<file path="config.mk">
export PLATFORM = sky130hd
export DESIGN_NAME = way_array
export DESIGN_NICKNAME = d
export VERILOG_FILES = /design/src/rtl/dcache_pkg.sv /design/src/rtl/cache_ram.sv /design/src/rtl/way_array.sv
export SDC_FILE = /design/constraint.sdc
export NUM_CORES = 2
export LEC_CHECK = 0
export BUFFER_PORTS_ARGS = -buffer_cell sky130_fd_sc_hd__buf_2
export CAP_MARGIN = 5
export CELL_PAD_IN_SITES_DETAIL_PLACEMENT = 1
export CELL_PAD_IN_SITES_GLOBAL_PLACEMENT = 1
export CORE_MARGIN = 3
export CORE_UTILIZATION = 55
export CTS_BUF_LIST = sky130_fd_sc_hd__clkbuf_16
export CTS_CLUSTER_DIAMETER = 60
export DETAILED_ROUTE_END_ITERATION = 16
export GPL_TIMING_DRIVEN = 0
export HOLD_SLACK_MARGIN = 0.1
export PLACE_DENSITY = 0.79
export REMOVE_ABC_BUFFERS = 1
export SETUP_SLACK_MARGIN = 0.5
export SLEW_MARGIN = 20
export SYNTH_ARGS = -nofsm -noshare
export SYNTH_HDL_FRONTEND = slang
export SYNTH_SLANG_ARGS = --single-unit
export TNS_END_PERCENT = 50
</file>
<file path="constraint.sdc">
create_clock -name clk_i -period 3.9 [get_ports clk_i]
set_input_delay 0.78 -clock clk_i [delete_from_list [all_inputs] [get_ports clk_i]]
set_output_delay 0.78 -clock clk_i [all_outputs]
set_load 0.01 [all_outputs]
</file>
<file path="src/rtl/dcache_pkg.sv">
package dcache_pkg;

  // --------------------
  // widths
  // --------------------
  localparam int XLEN   = 32;        // data word
  localparam int ADDR_W = 32;        // byte address
  localparam int BE_W   = XLEN / 8;  // bytes per word

  // --------------------
  // shared types
  // --------------------
  typedef logic [XLEN-1:0]   word_t;
  typedef logic [ADDR_W-1:0] addr_t;
  typedef logic [BE_W-1:0]   be_t;

  // cpu access size
  typedef enum logic [1:0] {
    SIZE_BYTE = 2'd0,
    SIZE_HALF = 2'd1,
    SIZE_WORD = 2'd2
  } mem_size_e;

endpackage

</file>
<file path="src/rtl/cache_ram.sv">
`timescale 1ns/1ps

module cache_ram #(
  parameter int  DEPTH     = 16,
  parameter type payload_t = logic [31:0]
) (
  input  logic                     clk_i,
  input  logic [$clog2(DEPTH)-1:0] addr_i,
  input  logic                     we_i,
  input  payload_t                 wdata_i,
  output payload_t                 rdata_o
);

  payload_t mem_q [DEPTH];  // storage array

  // read returns the old entry on a write
  always_ff @(posedge clk_i)
  begin
    if (we_i)
    begin
      mem_q[addr_i] <= wdata_i;
    end
    rdata_o <= mem_q[addr_i];  // one cycle read latency
  end

endmodule

</file>
<file path="src/rtl/way_array.sv">
`timescale 1ns/1ps

module way_array import dcache_pkg::*; #(
  parameter  int SETS       = 16,
  parameter  int LINE_WORDS = 4,
  localparam int IDX_W      = $clog2(SETS),
  localparam int TAG_W      = ADDR_W - IDX_W - $clog2(LINE_WORDS * BE_W)
) (
  input  logic                   clk_i,
  input  logic                   rst_ni,
  input  logic [IDX_W-1:0]       idx_i,
  input  logic                   tag_we_i,   // tag, valid and dirty
  input  logic                   data_we_i,
  input  logic [TAG_W-1:0]       tag_i,
  input  logic                   dirty_i,
  input  word_t [LINE_WORDS-1:0] line_i,
  input  logic [TAG_W-1:0]       cmp_tag_i,
  output logic                   hit_o,
  output logic                   valid_o,
  output logic                   dirty_o,
  output logic [TAG_W-1:0]       tag_o,
  output word_t [LINE_WORDS-1:0] line_o
);

  logic [SETS-1:0]  valid_q;
  logic [SETS-1:0]  dirty_q;
  logic [IDX_W-1:0] idx_q;  // aligned with ram output
  logic [TAG_W-1:0] cmp_q;

  cache_ram #(
    .DEPTH     (SETS),
    .payload_t (logic [TAG_W-1:0])
  ) u_tag_ram (
    .clk_i   (clk_i),
    .addr_i  (idx_i),
    .we_i    (tag_we_i),
    .wdata_i (tag_i),
    .rdata_o (tag_o)
  );

  cache_ram #(
    .DEPTH     (SETS),
    .payload_t (word_t [LINE_WORDS-1:0])
  ) u_data_ram (
    .clk_i   (clk_i),
    .addr_i  (idx_i),
    .we_i    (data_we_i),
    .wdata_i (line_i),
    .rdata_o (line_o)
  );

  // valid and dirty per set in flops
  always_ff @(posedge clk_i or negedge rst_ni)
  begin
    if (!rst_ni)
    begin
      valid_q <= '0;
      dirty_q <= '0;
    end
    else if (tag_we_i)
    begin
      valid_q[idx_i] <= 1'b1;  // every tag write installs or keeps a line
      dirty_q[idx_i] <= dirty_i;
    end
  end

  always_ff @(posedge clk_i)
  begin
    idx_q <= idx_i;
    cmp_q <= cmp_tag_i;
  end

  assign valid_o = valid_q[idx_q];
  assign dirty_o = dirty_q[idx_q];
  assign hit_o   = valid_o && (tag_o == cmp_q);

endmodule

</file>
==> results.json <==
{
  "postSynthAreaPerCell_sq_um": 26.03,
  "grt_pass1_wl_um": 358000,
  "fin_crit_sh": 0.8603,
  "outcome": "complete, no violations",
  "synth_simple_gate_area_frac": 0.003663,
  "final_cells": 6927,
  "syn_area_sq_mm": 0.09634,
  "worstSetupPathType": "in2reg",
  "ys_warn_count": 0,
  "vdd_drop_max_mv": 0.5577,
  "cts.clk_slew.worst_paths_ns": 0.06,
  "hold_slack_ns": 0.2430,
  "ant_nets": 0,
  "min_from": "line_i[81]",
  "drt_iter0_markers": 5453,
  "numCtsBuffers": 279,
  "row_count": 152,
  "setup_viol": 0,
  "layout_common_cells": "2432 x edfxtp_1, 769 x mux4_2, 335 x buf_2",
  "worst_ep_required_time_ns": 4.49,
  "p_per_area_mw_per_mm2": 527.7,
  "clk_latency_ns": 0.92,
  "rsz0062_at_grt": "yes",
  "die_h_um": 424.5,
  "final_common_cell": "edfxtp_1",
  "post-place-cells": 6371,
  "hold_end": "u_data_ram.mem_q[0][81]$_DFFE_PP_",
  "drc": 0,
  "cts.sinks": 2644,
  "end_kind": "flop",
  "io_buffers": 339,
  "critPathLaunchType": "primary input",
  "final_nets": 4575,
  "initial_utilization": 0.5573,
  "cp_max_fo": 50,
  "r2r_end": "u_data_ram.rdata_o[117]$_DFF_P_",
  "slew_headroom": 0.5107,
  "seq_area_frac_synth": 0.8038,
  "leakagePower_nw": 36.93,
  "min_period_ns": 3.355,
  "grt_max_degree": 81,
  "hold_path_depth": 1,
  "cts_root_buf": "clkbuf_16",
  "avgViaCountPerCell": 6.447,
  "synth_compound_area_frac": 0,
  "via_count": 44660,
  "grt_antenna_before_repair": 60,
  "maxCapViolations": 0,
  "clockBufferDepth": 4,
  "pin_count": 340,
  "synth_top_family_by_area": "multiplexers",
  "worstMarginPinSlew_ns": 0.7272,
  "grt_pass1_vias": 47980,
  "dieArea_sq_mm": 0.1802,
  "drt-total-wl_um": 248500,
  "hold_class": "in2reg",
  "synth_seq_cells": 2644,
  "max_freq_mhz": 298.0,
  "grt_overflow_total": 0,
  "drive_gt1_frac": 0.3850,
  "ff2ff_setup_slack_ns": 2.28,
  "htree_levels": 5,
  "hold_viol_final": 0,
  "skew_ns": 0.07290,
  "synth_mux_area_frac": 0.1820,
  "routedWlPerCell_um": 35.87,
  "reg2regPathDepth": 2,
  "r2r_start": "u_data_ram.mem_q[15][117]$_DFFE_PP_",
  "yosysUniqueCellTypes": 22,
  "synthCells": 3701,
  "die_x_um": 424.5,
  "synthAdderAreaFrac": 0,
  "first_pass_iters": 7,
  "crit_arrival_ns": 3.95,
  "core_sq_mm": 0.1729,
  "area_growth_pct": 18.40,
  "drv_slew": 0,
  "track_usage": 0.2800,
  "dp_hpwl_um": 143900,
  "gp_congestion": 0.7064,
  "synthXorXnorAreaFrac": 0.002182,
  "cts_tree": "done"
}
## per-stage QoR
| stage | total power, mW | cell area (sq um) | utilization | setup WS (ns) | TNS, ns |
|---|---|---|---|---|---|
| finish | 60.19 | 114100 | 0.6598 | 0.5447 | 0 |
| global route | 62.05 | 114000 | 0.6597 | 0.4366 | 0 |
| CTS | 60.67 | 113900 | 0.6591 | 0.4445 | 0 |
| detailed placement | 35.86 | 105100 | 0.6079 | -1.105 | -817.31 |
| global placement | 36.71 | 100100 | 0.5791 | -34.37 | - |
| floorplan | 34.01 | 95530 | - | -3.334 | -6470.35 |
## synthesized netlist by cell type
master,instances,area [sq um]
clkbuf_1,78,292.8
nand3_1,2,10.01
nor2_1,32,120.1
nand2_1,1,3.750
nand2b_1,2,12.51
nand3b_1,4,30.03
mux2_2,16,180.2
mux4_2,769,17320
xor2_1,8,70.07
xnor2_1,16,140.1
and4_1,1,8.760
mux2i_1,3,30.03
buf_6,7,78.83
buf_2,74,370.4
edfxtp_1,2432,73030
dfxtp_1,180,3603
or2_2,17,106.4
dfrtp_1,32,800.8
or3b_2,2,17.52
nand4_1,4,25.02
nor4_1,3,18.77
buf_1,18,67.56
## cells by family after synthesis
kind of cell | Yosys count
simple gates | 68
mux | 788
xor+xnor | 24
buf+inv | 177
flops | 2644
## what timing repair did
| item | 4_1_cts | 5_1_grt |
|---|---|---|
| resized for setup | 5 | 1 |
| setup buffers | 17 | 5 |
| pin swaps | 8 | 2 |
| setup endpoints to repair | 820 | 57 |
| gates cloned | 1 | 0 |
| endpoints found under the hold margin | 56 | 0 |
| hold buffers | 25 | 0 |
## power breakdown
| part | total (mW) | internal [mW] | switching (mW) |
|---|---|---|---|
| registers | 32.1 | 31.8 | 0.370 |
| logic | 3.23 | 1.50 | 1.73 |
| clock network | 24.8 | 14.2 | 10.7 |
| total | 60.2 | 47.4 | 12.8 |
## metal layers
metal	vias up	global-route usage	wire (um)
met5	-	0	133
met4	20	0.1157	9914
met3	501	0.04654	16710
met2	2320	0.4663	129000
met1	24340	0.3731	92770
li1	17470	-	-
## cell type report
cell class	instances	area, sq um
Tap cell	2310	2890
Antenna cell	30	75.07
Sequential cell	2644	77440
Multi-Input combinational cell	880	18350
Clock inverter	194	1290
Clock buffer	284	7107
Timing Repair Buffer	585	6912
Fill cell	13050	58820
## worst max-delay path, cell delays in order
cell,delay [ns]
buf_8,0.31
buf_16,0.33
buf_16,0.36
nand3_1,0.51
nor2_4,0.65
buf_12,0.28
buf_12,0.21
buf_12,0.21
## worst max-delay path by stage
| stage | start | to | slack [ns] |
|---|---|---|---|
| final | idx_i[2] | u_data_ram.mem_q[12][33]$_DFFE_PP_ | 0.54 |
| after global routing | idx_i[2] | u_data_ram.mem_q[12][33]$_DFFE_PP_ | 0.44 |
| after CTS | u_tag_ram.rdata_o[3]$_DFF_P_ | hit_o | 0.44 |
| after detailed placement | idx_i[0] | u_data_ram.mem_q[3][114]$_DFFE_PP_ | -1.11 |
| after global placement | idx_i[0] | u_data_ram.mem_q[3][66]$_DFFE_PP_ | -34.37 |
| after floorplan | idx_i[2] | u_data_ram.mem_q[0][0]$_DFFE_PP_ | -3.33 |
## flip-flops by register name, summed over array words and instances (netlist names)
register	count
u_data_ram.rdata_o	128
idx_q	4
u_tag_ram.mem_q	384
u_tag_ram.rdata_o	24
cmp_q	24
valid_q	16
dirty_q	16
u_data_ram.mem_q	2048
Power figures use the tool's default switching activity.
