[config.mk]
export PLATFORM = sky130hd
export DESIGN_NAME = burst_engine
export DESIGN_NICKNAME = d
export VERILOG_FILES = /design/src/rtl/dcache_pkg.sv /design/src/rtl/burst_engine.sv
export SDC_FILE = /design/constraint.sdc
export NUM_CORES = 1
export LEC_CHECK = 0
export ABC_AREA = 1
export BUFFER_PORTS_ARGS = -buffer_cell sky130_fd_sc_hd__buf_2
export CAP_MARGIN = 20
export CORE_AREA = 2 2 152 154
export CTS_BUF_LIST = sky130_fd_sc_hd__clkbuf_2 sky130_fd_sc_hd__clkbuf_4 sky130_fd_sc_hd__clkbuf_8
export DETAILED_ROUTE_END_ITERATION = 16
export DIE_AREA = 0 0 154 156
export PLACE_DENSITY = 0.67
export SKIP_LAST_GASP = 1
export SYNTH_ARGS = -nofsm -noshare
export SYNTH_HDL_FRONTEND = slang
export SYNTH_SLANG_ARGS = --single-unit
[constraint.sdc]
create_clock -name clk_i -period 2.9 [get_ports clk_i]
set_input_delay 0.29 -clock clk_i [delete_from_list [all_inputs] [get_ports clk_i]]
set_output_delay 0.29 -clock clk_i [all_outputs]
set_load 0.05 [all_outputs]
[src/rtl/dcache_pkg.sv]
package dcache_pkg;

  // --------------------
  // widths
  // --------------------
  localparam int XLEN   = 32;        // data word
  localparam int ADDR_W = 32;        // byte address
  localparam int BE_W   = XLEN / 8;  // bytes per word

  // --------------------
  // shared types
  // --------------------
  typedef logic [XLEN-1:0]   word_t;
  typedef logic [ADDR_W-1:0] addr_t;
  typedef logic [BE_W-1:0]   be_t;

  // cpu access size
  typedef enum logic [1:0] {
    SIZE_BYTE = 2'd0,
    SIZE_HALF = 2'd1,
    SIZE_WORD = 2'd2
  } mem_size_e;

endpackage

[src/rtl/burst_engine.sv]
`timescale 1ns/1ps

module burst_engine import dcache_pkg::*; #(
  parameter int LINE_WORDS = 4
) (
  input  logic                   clk_i,
  input  logic                   rst_ni,
  input  logic                   start_i,
  input  logic                   we_i,       // 1 for write burst
  input  addr_t                  adr_i,      // line aligned
  input  word_t [LINE_WORDS-1:0] line_i,     // eviction line
  output logic                   done_o,
  output word_t [LINE_WORDS-1:0] line_o,     // assembled fill line
  output logic                   bus_req_o,
  output logic                   bus_we_o,
  output addr_t                  bus_adr_o,
  input  logic                   bus_gnt_i,
  input  word_t                  bus_rdata_i,
  input  logic                   bus_rvalid_i,
  output word_t                  bus_wdata_o,
  input  logic                   bus_wready_i
);

  localparam int CNT_W = (LINE_WORDS > 1) ? $clog2(LINE_WORDS) : 1;

  typedef enum logic [1:0] {E_IDLE, E_ADDR, E_BURST} estate_e;

  estate_e                state_q;
  logic                   we_q;
  addr_t                  adr_q;
  logic [CNT_W-1:0]       cnt_q;   // beat counter
  word_t [LINE_WORDS-1:0] buf_q;   // shift out or assemble in
  logic                   beat;

  assign beat = (state_q == E_BURST) && (we_q ? bus_wready_i : bus_rvalid_i);

  // bus side
  assign bus_req_o   = (state_q == E_ADDR);  // address phase
  assign bus_we_o    = we_q;
  assign bus_adr_o   = adr_q;
  assign bus_wdata_o = buf_q[0];             // current word of write burst
  assign line_o      = buf_q;

  // --------------------
  // control
  // --------------------
  always_ff @(posedge clk_i or negedge rst_ni)
  begin
    if (!rst_ni)
    begin
      state_q <= E_IDLE;
      we_q    <= 1'b0;
      cnt_q   <= '0;
      done_o  <= 1'b0;
    end
    else
    begin
      done_o <= 1'b0;  // single cycle pulse
      case (state_q)
        E_IDLE:
          if (start_i)
          begin
            state_q <= E_ADDR;
            we_q    <= we_i;
          end
        E_ADDR:
          if (bus_gnt_i)
          begin
            state_q <= E_BURST;
            cnt_q   <= '0;
          end
        E_BURST:
          if (beat)
          begin
            cnt_q <= cnt_q + 1'b1;
            if (cnt_q == CNT_W'(LINE_WORDS - 1))
            begin
              state_q <= E_IDLE;  // last beat
              done_o  <= 1'b1;
            end
          end
        default: state_q <= E_IDLE;
      endcase
    end
  end

  // --------------------
  // payload
  // --------------------
  always_ff @(posedge clk_i)
  begin
    if (start_i && state_q == E_IDLE)
    begin
      adr_q <= adr_i;
      buf_q <= line_i;
    end
    else if (beat)
    begin
      if (we_q)
        buf_q <= buf_q >> XLEN;         // next word to bit 0
      else
        buf_q[cnt_q] <= bus_rdata_i;    // ascending word order
    end
  end

  // request held until memory grants it
  assert property (@(posedge clk_i) disable iff (!rst_ni)
    bus_req_o && !bus_gnt_i |=> bus_req_o && $stable(bus_adr_o));

endmodule

==> results.sh <==
export IMPL_die_width_um=154
export IMPL_antenna_violating_nets_post_route=0
export IMPL_slowest_delay_ns=0.79
export IMPL_drt_iter0_drc=637
export IMPL_placedInstanceArea_um2=10400
export IMPL_worst_path_buf_inv=2
export IMPL_synth_area_leader_cell="sky130_fd_sc_hd__edfxtp_1"
export IMPL_drt_pass1_iter_count=5
export IMPL_power_static_leakage_uw=0.00545
export IMPL_io_pins=394
export IMPL_gp_routability_congestion=0.780
export IMPL_most_heavily_used_metal_layer_in_global_routing="met2"
export IMPL_post_cts_sizing_count=0
export IMPL_preCtsSetupSlack_ns=0.461
export IMPL_grt_use_met1=0.306
export IMPL_finish_instance_area_um2=11100
export IMPL_syn_area_per_cell_um2=8.62
export IMPL_synth_seq_cells=166
export IMPL_post_drt_via_cell_ratio=4.99
export IMPL_finalCritPeriodShare=0.855
export IMPL_ys_warn_count=0
export IMPL_final_min_clock_period_ns=2.48
export IMPL_total_number_of_clock_tree_sinks=166
export IMPL_global_route_usage_total=0.236
export IMPL_port_buffers=393
export IMPL_cts_htree_levels=4
export IMPL_timing_critical_path_to_type="output pin"
export IMPL_core_area_um2=22400
export IMPL_path_depth=2
export IMPL_delay_heaviest_family_cp="buffers and inverters"
export IMPL_place_hpwl_um=19400
export IMPL_global_route_wire_length_before_repair_um=43300
export IMPL_arrival_ns=2.19
export IMPL_rsz_0062_raised_after_global_routing="false"
export IMPL_gr_met3_demand_resource=0.0456
export IMPL_finalHoldViolations=0
export IMPL_ctsRootBufferMaster="sky130_fd_sc_hd__clkbuf_8"
export IMPL_timing_worst_setup_path_type="reg2out"
export IMPL_tightestPinTransition_ns=1.10
export IMPL_power_density_cell_area_nw_per_um2=1370
export IMPL_timing_critical_path_fanout_max=97
export IMPL_critPathRequiredTime_ns=2.61
export IMPL_slew_headroom=0.269
export IMPL_final_fill_count=2156
export IMPL_yosysSeqAreaShare=0.584
export IMPL_insertion_delay_ns=0.47
export IMPL_skew_ns=0.0188
export IMPL_effective_utilization_at_floorplan=0.379
export IMPL_synth_top_area_share=0.567
export IMPL_class_of_the_tightest_hold_or_removal_check="in2reg"
export IMPL_total_nets_after_synthesis=1187
export IMPL_crit_slowest_cell="sky130_fd_sc_hd__buf_4"
export IMPL_max_cap_violations=0
export IMPL_syn_to_final_growth_pct=30.9
export IMPL_worst_slack_ns=0.420
export IMPL_wl_per_cell_um=17.8
export IMPL_wirelength_um=29300
export IMPL_worst_setup_path_start_kind="flip-flop"
export IMPL_report_power_total_uw=15200
export IMPL_ys_types=20
export IMPL_timing_critical_path_cells="buf_4 > buf_2"
export IMPL_row_count=55
export IMPL_grt_met2_usage=0.399
export IMPL_globalRoute_totalOverflow=0
export IMPL_clkSlewWorstSetupHoldPaths_ns=0.11
export IMPL_drc=0
export IMPL_final_layout_size_suffix_gt1_frac=0.334
export IMPL_r2r_worst_path_cells=4
export IMPL_tritoncts="yes"
export IMPL_maxSlewViolCount=0
export IMPL_vias=8188
export IMPL_clock_path_buffers=2
export IMPL_die_h_um=156
export IMPL_finalHoldWorstSlack_ns=0.0386
export IMPL_grt_max_degree=98
export IMPL_outcome="complete, no violations"
export IMPL_max_vdd_ir_drop_v=0.000617
export IMPL_layout_nets=1545
export IMPL_initial_antenna_violation_count=3
export IMPL_setup_total_negative_slack_ns=0
export IMPL_design_die_area_um2=24000
export IMPL_setup_viol=0
export IMPL_post_synth_instance_area_um2=8480
export IMPL_largest_cells_by_area_after_synthesis="sky130_fd_sc_hd__edfxtp_1 (57%), sky130_fd_sc_hd__nand2_1 (25%), sky130_fd_sc_hd__nand3_1 (5.8%), sky130_fd_sc_hd__buf_4 (4.1%), sky130_fd_sc_hd__buf_2 (1.8%)"
export IMPL_first_global_vias=7737
export IMPL_max_freq_mhz=403
export IMPL_cts_buffers_inserted=17
export IMPL_synthesis_instances=983
export IMPL_timing_hold_worst_path_depth=2
[cells in the final DEF (no fill, tap or decap), types with 3 or more instances in the layout]
cell	count
sky130_fd_sc_hd__ha_2	4
sky130_fd_sc_hd__dlygate4sd3_1	32
sky130_fd_sc_hd__o21ai_0	28
sky130_fd_sc_hd__buf_4	9
sky130_fd_sc_hd__nand3_1	98
sky130_fd_sc_hd__inv_8	3
sky130_fd_sc_hd__nand2_1	561
sky130_fd_sc_hd__dfrtp_1	5
sky130_fd_sc_hd__nand3b_1	4
sky130_fd_sc_hd__edfxtp_1	160
sky130_fd_sc_hd__buf_2	393
sky130_fd_sc_hd__inv_2	6
sky130_fd_sc_hd__inv_6	3
sky130_fd_sc_hd__clkinv_4	3
sky130_fd_sc_hd__buf_12	3
sky130_fd_sc_hd__inv_1	3
sky130_fd_sc_hd__clkbuf_8	17
sky130_fd_sc_hd__o21ai_1	4
[logic make-up after synthesis]
group	synth area share
AOI/OAI and AO/OA	0.0198
adders and majority gates	0.00738
buffers and inverters	0.0732
DFF	0.584
and+or+nand+nor	0.315
[stage by stage]
step | std cells | utilization
floorplan | 983 | -
global placement | 1575 | 0.464
detailed placement | 1575 | 0.464
CTS | 1639 | 0.496
global route | 1640 | 0.496
finish | 1640 | 0.496
[cells in the mapped netlist (all sizes together)]
library cell and instances:
buf 84, clkbuf 14, dfrtp 6, edfxtp 160, ha 5, inv 11, nand2 562, nand3 99
nand3b 4, nand4 2, nor2 2, nor3 1, o21a 1, o21ai 32
[layer usage]
metal / vias up / wire (um)
met5: - / 21
met4: 4 / 654
met3: 49 / 2330
met2: 435 / 14400
met1: 3818 / 11800
li1: 3882 / -
[path summary, 6_finish.rpt]
path / startpoint / to / slack, ns
max reg2reg: bus_we_o$_DFFE_PN0P_ / line_o[115]$_DFFE_PP_ / 0.45
min in group asynchronous: rst_ni / state_q[1]$_DFFE_PN0P_ / 0.21
max: bus_we_o$_DFFE_PN0P_ / bus_we_o / 0.42
max in group asynchronous: rst_ni / bus_we_o$_DFFE_PN0P_ / 2.52
min reg2reg: state_q[0]$_DFFE_PN0P_ / done_o$_DFF_PN0_ / 0.51
min: we_i / bus_we_o$_DFFE_PN0P_ / 0.04
[state kept, by name (all words and copies together) (netlist names)]
signal,count
line_o,96
bus_wdata_o,32
cnt_q,2
bus_we_o,1
bus_adr_o,32
done_o,1
state_q,2
[cell type report]
class / count / area, um^2 / share of cell area
Clock buffer: 18 / 241 / 0.0218
Tap cell: 285 / 357 / 0.0321
Timing Repair Buffer: 437 / 2410 / 0.218
Multi-Input combinational cell: 708 / 2920 / 0.263
Inverter: 11 / 45.0 / 0.00406
Antenna cell: 1 / 2.50 / 0.000225
Sequential cell: 166 / 4960 / 0.447
Clock inverter: 14 / 164 / 0.0148
[timing repair]
| item | 4_1_cts | 5_1_grt |
|---|---|---|
| endpoints found under the setup margin | 0 | 0 |
| setup buffers | 0 | 0 |
| hold endpoints to repair | 37 | 0 |
| hold buffers | 32 | 0 |
[power by group]
part | switching (uW) | internal (uW)
combinational | 7050 | 1750
sequential | 514 | 4110
clock | 1030 | 732
(Power assumes the default switching activity.)
