### src/rtl/dcache_pkg.sv
package dcache_pkg;

  // --------------------
  // widths
  // --------------------
  localparam int XLEN   = 32;        // data word
  localparam int ADDR_W = 32;        // byte address
  localparam int BE_W   = XLEN / 8;  // bytes per word

  // --------------------
  // shared types
  // --------------------
  typedef logic [XLEN-1:0]   word_t;
  typedef logic [ADDR_W-1:0] addr_t;
  typedef logic [BE_W-1:0]   be_t;

  // cpu access size
  typedef enum logic [1:0] {
    SIZE_BYTE = 2'd0,
    SIZE_HALF = 2'd1,
    SIZE_WORD = 2'd2
  } mem_size_e;

endpackage

### src/rtl/dcache_ctrl.sv
`timescale 1ns/1ps

module dcache_ctrl import dcache_pkg::*; #(
  parameter  int WAYS       = 2,
  parameter  int SETS       = 16,
  parameter  int LINE_WORDS = 4,
  localparam int IDX_W      = $clog2(SETS),
  localparam int TAG_W      = ADDR_W - IDX_W - $clog2(LINE_WORDS * BE_W)
) (
  input  logic                              clk_i,
  input  logic                              rst_ni,
  input  logic                              req_i,
  input  logic                              we_i,
  input  addr_t                             addr_i,
  input  mem_size_e                         size_i,
  input  word_t                             wdata_i,
  output word_t                             rdata_o,
  output logic                              ack_o,
  input  logic                              flush_i,
  output logic                              flush_done_o,
  output logic [IDX_W-1:0]                  way_idx_o,
  output logic [WAYS-1:0]                   way_tag_we_o,
  output logic [WAYS-1:0]                   way_data_we_o,
  output logic [TAG_W-1:0]                  way_tag_o,
  output logic                              way_dirty_o,
  output word_t [LINE_WORDS-1:0]            way_line_o,
  input  logic [WAYS-1:0]                   way_hit_i,
  input  logic [WAYS-1:0]                   way_valid_i,
  input  logic [WAYS-1:0]                   way_dirty_i,
  input  logic [WAYS-1:0][TAG_W-1:0]        way_tag_i,
  input  word_t [WAYS-1:0][LINE_WORDS-1:0]  way_line_i,
  output logic                              eng_start_o,
  output logic                              eng_we_o,
  output addr_t                             eng_adr_o,
  output word_t [LINE_WORDS-1:0]            eng_line_o,
  input  logic                              eng_done_i,
  input  word_t [LINE_WORDS-1:0]            eng_line_i
);

  localparam int BYTE_W = $clog2(BE_W);
  localparam int WORD_W = $clog2(LINE_WORDS);
  localparam int OFF_W  = BYTE_W + WORD_W;
  localparam int WAY_W  = (WAYS > 1) ? $clog2(WAYS) : 1;

  typedef enum logic [2:0] {
    S_IDLE, S_LOOKUP, S_EVICT, S_FILL, S_INSTALL, S_FSCAN, S_FWRITE
  } state_e;

  state_e                 state_q, state_d;
  logic [19:0]            lfsr_q;
  logic [WAY_W-1:0]       victim, victim_q, hit_way, dirty_way;
  logic [IDX_W-1:0]       fset_q;      // flush walk set
  logic                   fvld_q;      // flush set read done
  logic                   eng_busy_q;
  logic                   any_dirty;
  logic [WORD_W-1:0]      woff;
  be_t                    be;
  word_t [LINE_WORDS-1:0] src_line;    // line before store merge

  function automatic be_t size2be(mem_size_e size, logic [BYTE_W-1:0] lsb);
    case (size)
      SIZE_BYTE: size2be = be_t'(1) << lsb;
      SIZE_HALF: size2be = be_t'(3) << lsb;
      default:   size2be = '1;
    endcase
  endfunction

  function automatic word_t merge(word_t old_w, word_t new_w, be_t b);
    merge = old_w;
    for (int i = 0; i < BE_W; i++)
      if (b[i]) merge[8*i +: 8] = new_w[8*i +: 8];
  endfunction

  // --------------------
  // decode
  // --------------------
  assign woff     = addr_i[BYTE_W +: WORD_W];
  assign be       = size2be(size_i, addr_i[BYTE_W-1:0]);
  assign victim   = WAY_W'(lfsr_q % WAYS);  // random replacement
  assign src_line = (state_q == S_INSTALL) ? eng_line_i : way_line_i[hit_way];

  // hit way and lowest dirty way
  always_comb
  begin
    hit_way   = '0;
    dirty_way = '0;
    any_dirty = 1'b0;
    for (int w = WAYS - 1; w >= 0; w--)
    begin
      if (way_hit_i[w]) hit_way = WAY_W'(w);
      if (way_valid_i[w] && way_dirty_i[w])
      begin
        dirty_way = WAY_W'(w);
        any_dirty = 1'b1;
      end
    end
  end

  // store data merged into hit or filled line
  always_comb
  begin
    way_line_o = src_line;
    if (we_i)
      way_line_o[woff] = merge(src_line[woff], wdata_i, be);
  end

  // --------------------
  // FSM
  // --------------------
  always_comb
  begin
    state_d       = state_q;
    way_idx_o     = addr_i[OFF_W +: IDX_W];
    way_tag_we_o  = '0;
    way_data_we_o = '0;
    way_tag_o     = addr_i[ADDR_W-1 -: TAG_W];
    way_dirty_o   = we_i;                  // stores leave the line dirty
    eng_start_o   = 1'b0;
    eng_we_o      = 1'b0;
    eng_adr_o     = {addr_i[ADDR_W-1:OFF_W], {OFF_W{1'b0}}};
    eng_line_o    = way_line_i[victim];
    case (state_q)
      S_IDLE:
        if (req_i && !ack_o)
          state_d = S_LOOKUP;               // rams read this cycle
        else if (flush_i && !req_i)
          state_d = S_FSCAN;
      S_LOOKUP:
        if (|way_hit_i)
        begin
          way_tag_we_o[hit_way]  = we_i;    // store hit
          way_data_we_o[hit_way] = we_i;
          state_d = S_IDLE;
        end
        else if (way_valid_i[victim] && way_dirty_i[victim])
        begin
          eng_start_o = 1'b1;               // write back victim first
          eng_we_o    = 1'b1;
          eng_adr_o   = {way_tag_i[victim], way_idx_o, {OFF_W{1'b0}}};
          state_d     = S_EVICT;
        end
        else
        begin
          eng_start_o = 1'b1;               // straight to fill
          state_d     = S_FILL;
        end
      S_EVICT:
        if (eng_done_i)
        begin
          eng_start_o = 1'b1;
          state_d     = S_FILL;
        end
      S_FILL:
        if (eng_done_i)
          state_d = S_INSTALL;
      S_INSTALL:
      begin
        way_tag_we_o[victim_q]  = 1'b1;
        way_data_we_o[victim_q] = 1'b1;
        state_d = S_IDLE;
      end
      S_FSCAN:
      begin
        way_idx_o   = fset_q;
        way_tag_o   = way_tag_i[dirty_way];  // keep tag and valid
        way_dirty_o = 1'b0;
        eng_adr_o   = {way_tag_i[dirty_way], fset_q, {OFF_W{1'b0}}};
        eng_line_o  = way_line_i[dirty_way];
        if (fvld_q && any_dirty)
        begin
          way_tag_we_o[dirty_way] = 1'b1;    // clear dirty bit
          eng_start_o = 1'b1;
          eng_we_o    = 1'b1;
          state_d     = S_FWRITE;
        end
        else if (fvld_q && fset_q == IDX_W'(SETS - 1))
          state_d = S_IDLE;                  // walk complete
      end
      S_FWRITE:
      begin
        way_idx_o = fset_q;
        if (eng_done_i)
          state_d = S_FSCAN;                 // rescan for more dirty ways
      end
      default: state_d = S_IDLE;
    endcase
  end

  always_ff @(posedge clk_i or negedge rst_ni)
  begin
    if (!rst_ni)
    begin
      state_q      <= S_IDLE;
      lfsr_q       <= '0;
      victim_q     <= '0;
      fset_q       <= '0;
      fvld_q       <= 1'b0;
      eng_busy_q   <= 1'b0;
      ack_o        <= 1'b0;
      flush_done_o <= 1'b1;
    end
    else
    begin
      state_q <= state_d;
      ack_o   <= (state_q == S_LOOKUP && |way_hit_i) || state_q == S_INSTALL;
      // lfsr frozen during a fill
      if (!(state_q inside {S_EVICT, S_FILL, S_INSTALL}))
        lfsr_q <= {lfsr_q[18:0], lfsr_q[19] ~^ lfsr_q[16]};
      if (state_q == S_LOOKUP)
        victim_q <= victim;
      if (eng_start_o)
        eng_busy_q <= 1'b1;
      else if (eng_done_i)
        eng_busy_q <= 1'b0;
      // flush walk
      fvld_q <= (state_q == S_FSCAN) && !fvld_q;
      if (state_q == S_IDLE && state_d == S_FSCAN)
      begin
        fset_q       <= '0;
        flush_done_o <= 1'b0;
      end
      else if (state_q == S_FSCAN && fvld_q && !any_dirty)
        fset_q <= fset_q + 1'b1;             // set clean, next one
      if (state_q == S_FSCAN && state_d == S_IDLE)
        flush_done_o <= 1'b1;
    end
  end

  // load data for the ack cycle
  always_ff @(posedge clk_i)
    rdata_o <= src_line[woff];

  // one way written per cycle, tag and data the same way
  assert property (@(posedge clk_i) disable iff (!rst_ni)
    $onehot0(way_tag_we_o | way_data_we_o));

  // burst engine never restarted mid burst
  assert property (@(posedge clk_i) disable iff (!rst_ni)
    eng_start_o |-> !eng_busy_q || eng_done_i);

endmodule

### config.mk
export PLATFORM = sky130hd
export DESIGN_NAME = dcache_ctrl
export DESIGN_NICKNAME = d
export VERILOG_FILES = /design/src/rtl/dcache_pkg.sv /design/src/rtl/dcache_ctrl.sv
export SDC_FILE = /design/constraint.sdc
export NUM_CORES = 1
export LEC_CHECK = 0
export BUFFER_PORTS_ARGS = -buffer_cell sky130_fd_sc_hd__buf_2
export CORE_AREA = 5 5 338 340
export CTS_BUF_LIST = sky130_fd_sc_hd__clkbuf_4 sky130_fd_sc_hd__clkbuf_8 sky130_fd_sc_hd__clkbuf_16
export DETAILED_ROUTE_END_ITERATION = 7
export DIE_AREA = 0 0 343 345
export PLACE_DENSITY = 0.33
export REMOVE_ABC_BUFFERS = 1
export SYNTH_ARGS = -nofsm -noshare
export SYNTH_HDL_FRONTEND = slang
export SYNTH_SLANG_ARGS = --single-unit
### constraint.sdc
create_clock -name clk_i -period 7.45 [get_ports clk_i]
set_input_delay 0.745 -clock clk_i [delete_from_list [all_inputs] [get_ports clk_i]]
set_output_delay 0.745 -clock clk_i [all_outputs]
set_load 0.05 [all_outputs]
==> results of run 1 <==
per-layer routing:
| metal | GRT usage [%] | vias to the layer above | wire length, um |
|---|---|---|---|
| met1 | 21.8 | 8252 | 46100 |
| met3 | 4.39 | 128 | 8370 |
| met4 | 4.25 | 20 | 2410 |
| li1 | - | 7610 | - |
| met2 | 29.6 | 817 | 51400 |
| met5 | 0 | - | 134 |
kinds of logic after synthesis:
group                    share of synthesized area [%]
AO/OA/AOI/OAI                                     31.0
XOR/XNOR                                         0.310
adder cells (fa/ha/maj)                          0.111
buffers and inverters                             7.00
flip-flops                                        12.6
multiplexers                                      20.4
other                                           0.0332
AND/OR/NAND/NOR                                   28.6
final cells by class:
class,count,area [sq um]
clock buffer,9,225
sequential,63,1420
tap,1500,1880
fill,13000,93600
timing repair buffer,903,4670
inverter,34,128
antenna,20,50.0
clock inverter,7,128
multi-input combinational,1319,9210
power breakdown:
group / internal, uW / leakage (uW) / total (uW) / switching, uW
Clock: 333 / 0.000173 / 574 / 240
Combinational: 1390 / 0.00722 / 5280 / 3890
Sequential: 458 / 0.000616 / 550 / 92.4
Total: 2180 / 0.00801 / 6400 / 4220
final timing paths:
check,start,to,slack [ns],depth (start not counted)
worst max-delay path,way_hit_i[1],way_line_o[108],2.56,8
min in group clk_i,flush_done_o,flush_done_o,0.49,2
max in group asynchronous,rst_ni,lfsr_q[11],6.51,1
worst min register to register,flush_done_o,flush_done_o,0.49,2
worst max register to register,state_q[1],rdata_o[3],4.03,6
worst min-delay path,rst_ni,fset_q[0],0.43,1
layout by cell type (no fill, tap or decap), drive strengths merged, types with 2 or more instances in the layout:
| cell | n |
|---|---|
| o22ai | 33 |
| dfxtp | 32 |
| nand4 | 2 |
| xor2 | 2 |
| nand3b | 2 |
| and3b | 80 |
| a221oi | 24 |
| inv | 37 |
| conb | 4 |
| nand3 | 3 |
| a311oi | 36 |
| and3 | 2 |
| a21oi | 109 |
| mux2 | 181 |
| a2111oi | 30 |
| buf | 903 |
| a31o | 2 |
| or3b | 2 |
| o221ai | 92 |
| mux2i | 26 |
| o21ai | 47 |
| nor4 | 31 |
| bufinv | 3 |
| clkbuf | 9 |
| nor2 | 215 |
| nor3b | 3 |
| a31oi | 4 |
| xnor2 | 2 |
| nor3 | 48 |
| nand2 | 149 |
| or3 | 71 |
| nor2b | 8 |
| a211oi | 79 |
| diode | 20 |
| nand2b | 5 |
| or2 | 4 |
| and2 | 8 |
| a311o | 6 |
| dfrtp | 30 |
flip-flops by register name, summed over array words and instances (netlist names):
| register | cells |
|---|---|
| rdata_o | 32 |
| lfsr_q | 20 |
| fset_q | 4 |
| state_q | 3 |
| ack_o | 1 |
| flush_done_o | 1 |
| fvld_q | 1 |
| victim_q | 1 |
worst reg2reg max path, delay by kind of cell, from the launching register on:
kind / cells / cell delay (ns)
AOI/OAI and AO/OA: 1 / 0.86
buffers and inverters: 2 / 0.50
DFF: 1 / 0.61
and+or+nand+nor: 3 / 1.29
stage by stage:
stage / setup WS (ns) / power (uW) / utilization, % / instances
5_1_grt: 2.35 / 6720 / 15.9 / 3841
3_5_place_dp: 2.51 / 5890 / 15.6 / 3819
6_report: 2.56 / 6400 / 15.9 / 3855
4_1_cts: 2.51 / 6510 / 15.9 / 3835
2_1_floorplan: -3.24 / 4370 / - / 1416
3_3_place_gp: 2.59 / 5910 / 15.6 / 3819
==> impl_metrics.py, run 1 <==
metrics = {
    "setup_path": {
        "critPathKind": "input port to output port",
        "start_kind": "input port",
        "worst_ep_arrival_time_ns": 4.15,
        "critPathSlowestCell": "a2111oi_2",
        "path_buf_inv": 3,
        "cp_common_cell": "buf_4",
        "cp-end-kind": "output port",
        "slowest_delay_ns": 0.89,
        "critPathRequiredTime_ns": 6.70,
        "critical_path.top_delay_family": "compound AO/OA/AOI/OAI gates",
        "crit_chain": "buf_4 -> nand2b_4 -> buf_4 -> a211oi_1 -> nor4_1 -> a2111oi_2 -> o221ai_1 -> buf_2",
        "crit_fanout": 43,
    },
    "clock_tree": {
        "cts_max_level": 3,
        "numCtsBuffers": 9,
        "clock-root-buffer": "clkbuf_16",
        "cts.path.max_buffers": 2,
        "cts_tree": "built",
        "cts.sinks": 63,
        "cts_resized": 0,
        "clk_latency_ns": 0.40,
        "clk_pin_slew_worst_paths_ns": 0.07,
        "cts_hold_buf": 0,
        "cts_setup_buffers": 0,
    },
    "synthesis": {
        "ys_ff_latch": 63,
        "syn_area_sq_mm": 0.0113,
        "synth_largest_area_cell": "mux2_2",
        "yosysUniqueCellTypes": 54,
        "syn_inst": 1579,
        "ys_seq_area_share_pct": 12.6,
        "synth_enable_flop_cells": 0,
        "synthFlopType": "dfxtp_1",
        "yosys-top-cells-count": "nor2_1 (215), mux2_2 (181), nand2_1 (149), clkbuf_1 (130), a21oi_1 (109)",
        "synth_warnings": 0,
        "synthArstFlopShare_pct": 49.2,
        "synth_area_leaders": "mux2_2 (18%), nor2_1 (7.1%), o221ai_1 (7.1%)",
        "yosysMostFrequentCell": "nor2_1",
        "synth_top_area_share_pct": 18.0,
        "syn_area_per_cell_sq_um": 7.15,
    },
    "drt": {
        "drt-total-wl_um": 108000,
        "first_pass_iters": 6,
        "ant_nets": 0,
        "via_per_inst": 4.36,
        "remaining_drc_errors": 0,
        "drtIter0Drc": 937,
        "routed-via-count": 16800,
        "wire_per_inst_um": 28.1,
    },
    "sta": {
        "period_needed_ns": 4.89,
        "finalClockSkew_ns": 0.0228,
        "rsz0062_at_grt": "no",
        "max_freq_mhz": 204,
        "fin_crit_sh_pct": 65.7,
        "maxSlewViolCount": 0,
        "hold_viol_final": 0,
        "tns_ns": 0,
        "setup_viol": 0,
        "maxSlewHeadroom_pct": 30.4,
        "fin_worst_hold_slack_ns": 0.433,
        "worstMarginPinSlew_ns": 1.04,
    },
    "layout": {
        "fin_nets": 2841,
        "drive_above_1_share_pct": 49.5,
        "area_delta_synth_final_pct": 56.8,
        "finalInstanceArea_sq_mm": 0.0177,
    },
    "place": {
        "place_area_sq_mm": 0.0173,
        "hpwl_um": 86500,
        "gp_congestion": 0.828,
        "numPortBuffers": 862,
    },
    "power": {
        "ir_drop_mv": 0.139,
        "p_leak_uw": 0.00801,
        "power_density_mw_per_mm2": 361,
    },
    "floorplanning": {
        "initial_core_util_pct": 10.1,
        "core_area_sq_mm": 0.111,
        "rows": 123,
        "ios": 867,
        "die_area_sq_mm": 0.118,
        "fp.dieW_um": 343,
        "die_h_um": 345,
    },
    "worst_hold_path": {
        "hold_class": "input port to asynchronous set/reset pin",
    },
    "grt": {
        "grt_pass1_wl_um": 145000,
        "antenna_found_initial": 43,
        "grt_max_degree": 84,
        "grt.total_usage_pct": 17.3,
        "grt_overflow": 0,
        "grt_pass1_vias": 17500,
    },
    "run_status": {
        "status": "completed",
    },
    "job": {
        "max-cap-violations": 0,
    },
}
(Power assumes the default switching activity.)
==> inputs of run 2 (changes only) <==
ABC_AREA = 1   (was unset)
PLACE_DENSITY = 0.36   (was 0.33)
clock period = 4.2 ns   (was 7.45 ns; I/O delays follow)
==> run 2 against run 1 <==
- routed wire length increased by 13%
- clock skew fell by 0.0025 ns
- clock power rose by 72%
- highest routed layer unchanged
- sequential cell count did not move
- setup slack got worse by 2.0 ns
- register-to-register slack got worse by 2.3 ns
- cell count increased by 27%
- sequential power rose by 82%
- first-iteration DRC count is 86% higher
- global-route usage increased by 2.2 points
- die area unchanged
- power increased by 110%
==> impl_metrics.py, run 2 <==
metrics = {
    "run_status": {
        "status": "completed",
    },
    "job": {
        "max-cap-violations": 0,
    },
    "place": {
        "dp_cells": 4876,
        "post-place-ws_ns": 0.867,
        "hpwl_um": 98200,
        "gp_congestion": 0.863,
        "numPortBuffers": 862,
    },
    "sta": {
        "max_freq_mhz": 275,
        "maxSlewHeadroom_pct": 25.1,
        "fin_crit_sh_pct": 86.6,
        "maxSlewViolCount": 0,
        "fin_worst_hold_slack_ns": 0.0990,
        "fin_ws_ns": 0.562,
        "finalClockSkew_ns": 0.0202,
        "setup_viol": 0,
        "period_needed_ns": 3.64,
        "rsz0062_at_grt": "no",
        "hold_viol_final": 0,
        "worstMarginPinSlew_ns": 1.12,
    },
    "synthesis": {
        "ys_seq_area_share_pct": 10.5,
        "synthFlopType": "dfxtp_1",
        "syn_inst": 2648,
        "yosysMostFrequentCell": "nand3_1",
        "yosys-top-cells-count": "nand3_1 (655), nand2_1 (560), nor2_1 (470), o21ai_0 (195), inv_1 (193)",
        "synth_warnings": 0,
        "synth_largest_area_cell": "nand3_1",
        "synth_area_leaders": "nand3_1 (24%), nand2_1 (16%), nor2_1 (13%)",
        "synthArstFlopShare_pct": 49.2,
        "yosysUniqueCellTypes": 36,
        "synth_enable_flop_cells": 0,
        "ys_ff_latch": 63,
        "syn_area_sq_mm": 0.0135,
        "synth_top_area_share_pct": 24.3,
        "syn_area_per_cell_sq_um": 5.10,
    },
    "layout": {
        "regArea_sq_mm": 0.00143,
        "reg.largest.list": "rdata_o: 32 flops, lfsr_q: 20 flops, fset_q: 4 flops",
        "fin_cells": 4913,
        "mostFrequentLayoutCells": "buf_2 (856), nand3_1 (655), nand2_1 (556)",
        "layout_commonest_cell": "buf_2",
        "drive_above_1_share_pct": 30.3,
        "largest_reg_flops": 32,
        "multiInputGateArea_sq_mm": 0.0105,
        "area_delta_synth_final_pct": 49.2,
        "n_fill_cell": 13300,
        "fin_nets": 3898,
        "largest-register": "rdata_o",
    },
    "grt": {
        "grt_pass1_wl_um": 168000,
        "grt_max_degree": 86,
        "antenna_found_initial": 55,
        "grt.total_usage_pct": 19.5,
        "grt_pass1_vias": 21600,
        "grt_overflow": 0,
    },
    "floorplanning": {
        "ios": 867,
        "fp.dieW_um": 343,
        "rows": 123,
        "die_area_sq_mm": 0.118,
        "die_h_um": 345,
        "initial_core_util_pct": 12.1,
        "core_area_sq_mm": 0.111,
    },
    "power": {
        "swShare_pct": 70.8,
        "ir_drop_mv": 0.436,
        "totalPowerFinal_uw": 13400,
        "p_seq_share_pct": 7.5,
        "p_leak_uw": 0.0104,
        "p_int_uw": 3920,
        "p_clk_share_pct": 7.4,
        "power_density_mw_per_mm2": 666,
        "comb_power_share_pct": 85.2,
        "p_sw_uw": 9490,
    },
    "clock_tree": {
        "cts_resized": 0,
        "cts.path.max_buffers": 2,
        "cts_tree": "built",
        "cts_hold_buf": 0,
        "clock-root-buffer": "clkbuf_16",
        "clk_pin_slew_worst_paths_ns": 0.07,
        "cts.sinks": 63,
        "clk_latency_ns": 0.40,
        "cts_max_level": 3,
        "cts_setup_buffers": 0,
        "numCtsBuffers": 9,
    },
    "drt": {
        "drt-total-wl_um": 123000,
        "via_per_inst": 4.57,
        "routed-via-count": 22500,
        "remaining_drc_errors": 0,
        "ant_nets": 0,
        "drtIter0Drc": 1739,
        "first_pass_iters": 8,
        "wire_per_inst_um": 24.9,
    },
    "setup_path": {
        "critPathRequiredTime_ns": 3.78,
        "start_kind": "flip-flop",
        "slowest_delay_ns": 0.66,
        "path_buf_inv": 2,
        "startpoint": "state_q[2]",
        "critPathKind": "flip-flop to output port",
        "worst_ep_arrival_time_ns": 3.22,
        "critPathSlowestCell": "dfrtp_4",
        "crit_fanout": 47,
        "crit_chain": "nand2_8 -> buf_4 -> nand3_1 -> nand3_1 -> nand2_1 -> nor2_1 -> nand2_1 -> nand3_1 -> nand2_1 -> buf_2",
        "timing.rr.start": "state_q[1]",
        "critical_path.top_delay_family": "simple AND/OR/NAND/NOR gates",
        "cp-end-kind": "output port",
    },
    "worst_hold_path": {
        "hold_class": "input port to asynchronous set/reset pin",
    },
}
==> run 2: cell count changes in the layout (fill, tap and decap cells not counted), moves of 127 or more <==
| cell | delta |
|---|---|
| nand3_1 | +653 |
| inv_1 | +151 |
| nand2_1 | +408 |
| o32ai_1 | +127 |
| o21ai_0 | +149 |
| mux2_2 | -181 |
| nor2_1 | +250 |
==> run 2: path summary, 6_finish.rpt <==
path	end	slack [ns]	depth (start not counted)
setup / recovery	way_line_o[87]	0.56	10
hold / removal	fset_q[0]	0.1	1
setup reg to reg	fset_q[1]	1.74	8
hold reg to reg	lfsr_q[16]	0.48	2
max in group asynchronous	lfsr_q[0]	3.53	1
min in group clk_i	state_q[2]	0.42	3
==> run 2: power by group through the flow <==
| stage | Sequential [uW] | Clock (uW) | Combinational, uW |
|---|---|---|---|
| floorplan | 1500 | 0 | 7180 |
| global placement | 1010 | 0 | 11500 |
| detailed placement | 1010 | 0 | 11500 |
| CTS | 1000 | 1050 | 11500 |
| global route | 1030 | 1050 | 12000 |
| finish | 1000 | 988 | 11400 |
==> run 2: routing by layer <==
metal	global-route usage, %	up-vias	routed length, um
met5	0	-	126
met4	5.04	20	3160
met3	4.11	174	9640
met2	34.0	1115	59000
met1	24.3	10700	50600
li1	-	10400	-
==> run 2: final cells by class <==
| cell class | count | area share [%] |
|---|---|---|
| diodes | 21 | 0.261 |
| clock buffers | 11 | 1.22 |
| clock inverters | 5 | 0.404 |
| inverters | 196 | 3.77 |
| multi-input cells | 2167 | 51.9 |
| flip-flops and latches | 63 | 7.07 |
| well taps | 1500 | 9.31 |
| repair buffers | 950 | 26.1 |
==> run 2: cells by family (layout without fill, tap and decap cells) <==
group	Yosys count	count (layout)	share of synthesized area (%)
simple gates	1759	1759	56.7
buf+inv	421	1162	12.7
compound gates	383	383	18.5
flops	63	63	10.5
mux	17	17	1.26
xor+xnor	3	3	0.195
fa+ha+maj	1	1	0.0926
other cells	1	25	0.0278
==> run 2: stage by stage <==
| stage | setup TNS (ns) | area (sq um) | utilization, % |
|---|---|---|---|
| 2_1_floorplan | -1212.04 | 12500 | - |
| 3_3_place_gp | 0 | 19800 | 17.8 |
| 4_1_cts | 0 | 20100 | 18.1 |
| 3_5_place_dp | 0 | 19800 | 17.8 |
| 5_1_grt | 0 | 20100 | 18.1 |
| 6_report | 0 | 20200 | 18.1 |
==> inputs of run 3 (changes only) <==
==> constraint.sdc (replaced) <==
create_clock -name clk_i -period 4.2 [get_ports clk_i]
set_input_delay 0.42 -clock clk_i [delete_from_list [all_inputs] [get_ports clk_i]]
set_output_delay 0.42 -clock clk_i [all_outputs]
set_load 0.005 [all_outputs]
==> run 3 against run 2 <==
- cell count is 0.49% lower
- first-iteration DRC count is 14% higher
- clock power is 5.0% lower
- sequential share of layout area is 0.079 points higher
- via count is 0.54% lower
- global-route usage is 0.36 points lower
- setup slack worse by 0.16 ns
- clock skew is 0.0061 ns higher
- design area is 1.1% lower
- sequential power hardly changed
- critical path type unchanged
- largest cell class unchanged
- largest power group unchanged
- highest routed layer unchanged
==> impl_metrics.py, run 3 (same netlist as run 2, synthesis figures left out) <==
metrics = {
    "setup_path": {
        "critPathKind": "flip-flop to output port",
        "crit_fanout": 44,
        "r2r_setup_slack_ns": 1.52,
        "start_kind": "flip-flop",
        "timing.rr.start": "state_q[2]",
        "worstRegToRegCells": 7,
        "startpoint": "state_q[2]",
        "critPathRequiredTime_ns": 3.78,
        "r2r-end": "rdata_o[23]",
        "endpoint": "way_line_o[119]",
        "worst_ep_arrival_time_ns": 3.37,
        "cp-end-kind": "output port",
    },
    "sta": {
        "fin_crit_sh_pct": 90.3,
        "maxSlewViolCount": 0,
        "worstMarginPinSlew_ns": 1.08,
        "rsz0062_at_grt": "no",
        "max_freq_mhz": 264,
        "maxSlewHeadroom_pct": 28.0,
        "setup_viol": 0,
        "hold_viol_final": 0,
        "finalClockSkew_ns": 0.0263,
        "tns_ns": 0,
        "period_needed_ns": 3.79,
    },
    "place": {
        "gp_congestion": 0.859,
        "hpwl_um": 95000,
        "numPortBuffers": 862,
        "place_area_sq_mm": 0.0196,
        "dp_cells": 4858,
    },
    "grt": {
        "grt_pass1_wl_um": 164000,
        "grt_pass1_vias": 21000,
        "grt_max_degree": 89,
        "grt_overflow": 0,
        "antenna_found_initial": 41,
        "grt.total_usage_pct": 19.1,
    },
    "layout": {
        "fin_cells": 4889,
        "area_delta_synth_final_pct": 47.6,
        "finalInstanceArea_sq_mm": 0.0199,
        "largest-register": "rdata_o",
        "layout_commonest_cell": "buf_2",
        "reg.largest.list": "rdata_o: 32 flops, lfsr_q: 20 flops, fset_q: 4 flops",
        "fin_nets": 3880,
        "mostFrequentLayoutCells": "buf_2 (861), nand3_1 (655), nand2_1 (556)",
        "n_fill_cell": 13300,
        "final_core_util_pct": 17.9,
        "drive_above_1_share_pct": 29.9,
        "largest_reg_flops": 32,
    },
    "power": {
        "swShare_pct": 57.5,
        "p_seq_share_pct": 11.3,
        "p_int_uw": 3770,
        "comb_power_share_pct": 78.1,
        "totalPowerFinal_uw": 8890,
        "power_density_mw_per_mm2": 446,
        "p_clk_share_pct": 10.6,
        "ir_drop_mv": 0.221,
        "p_sw_uw": 5110,
        "p_leak_uw": 0.0103,
    },
    "drt": {
        "drtIter0Drc": 1986,
        "drt-total-wl_um": 121000,
        "remaining_drc_errors": 0,
        "first_pass_iters": 8,
        "routed-via-count": 22300,
        "wire_per_inst_um": 24.7,
        "via_per_inst": 4.57,
        "ant_nets": 0,
    },
    "clock_tree": {
        "cts_resized": 0,
        "cts_setup_buffers": 0,
        "cts_max_level": 3,
        "cts_hold_buf": 0,
        "cts.sinks": 63,
        "clk_latency_ns": 0.40,
        "numCtsBuffers": 9,
        "clock-root-buffer": "clkbuf_16",
        "cts_tree": "built",
        "clk_pin_slew_worst_paths_ns": 0.09,
        "cts.path.max_buffers": 2,
    },
    "floorplanning": {
        "rows": 123,
        "ios": 867,
        "die_h_um": 345,
        "fp.dieW_um": 343,
        "core_area_sq_mm": 0.111,
        "initial_core_util_pct": 12.1,
        "die_area_sq_mm": 0.118,
    },
    "worst_hold_path": {
        "hold_class": "input port to asynchronous set/reset pin",
    },
    "job": {
        "max-cap-violations": 0,
    },
    "run_status": {
        "status": "completed",
    },
}
-- run 3: cell type report --
class,count,area (sq um),area share (%)
Antenna cell,15,37.5,0.188
Clock buffer,11,246,1.24
Tap cell,1500,1880,9.42
Clock inverter,5,58.8,0.295
Sequential cell,63,1430,7.15
Multi-Input combinational cell,2167,10500,52.5
Inverter,196,761,3.82
Timing Repair Buffer,932,5070,25.4
-- run 3: through the flow --
| stage | setup WS [ns] | hold slack [ns] |
|---|---|---|
| 6_report | 0.407 | 0.114 |
| 2_1_floorplan | -5.20 | 0.124 |
| 3_3_place_gp | 0.698 | 0.455 |
| 5_1_grt | 0.163 | 0.163 |
| 4_1_cts | 0.266 | 0.0914 |
| 3_5_place_dp | 0.706 | 0.457 |
-- run 3: worst min path at each step --
stage	from	to	slack (ns)	cells after the start
2_1_floorplan	rst_ni	ack_o	0.12	0
3_3_place_gp	lfsr_q[5]	lfsr_q[6]	0.45	2
3_5_place_dp	lfsr_q[14]	lfsr_q[15]	0.46	2
4_1_cts	rst_ni	victim_q	0.09	1
5_1_grt	rst_ni	lfsr_q[13]	0.16	1
6_report	rst_ni	lfsr_q[13]	0.11	1
-- run 3: worst max-delay path: stages, from the launching register on --
cell and delay, ns:
dfrtp_4 0.65, nand2_8 0.25, buf_4 0.52, nand3_1 0.51
nand3_1 0.27, nand2_1 0.07, nor2_1 0.14, nand2_1 0.13
nand3_1 0.10, nand2_1 0.08, buf_2 0.13
-- run 3: metal layers --
layer  global-route usage (%)  share of wire, %
met3                     3.87               7.7
met1                     23.9                41
met2                     33.5                48
met5                        0             0.088
met4                     4.79               2.8
-- run 3: power groups by stage --
stage          logic [uW]  clock network, uW  registers, uW
2_1_floorplan        3140                  0           1120
3_3_place_gp         7000                  0           1010
3_5_place_dp         7000                  0           1010
4_1_cts              7020               1020           1000
5_1_grt              7550               1020           1030
6_report             6940                939           1010
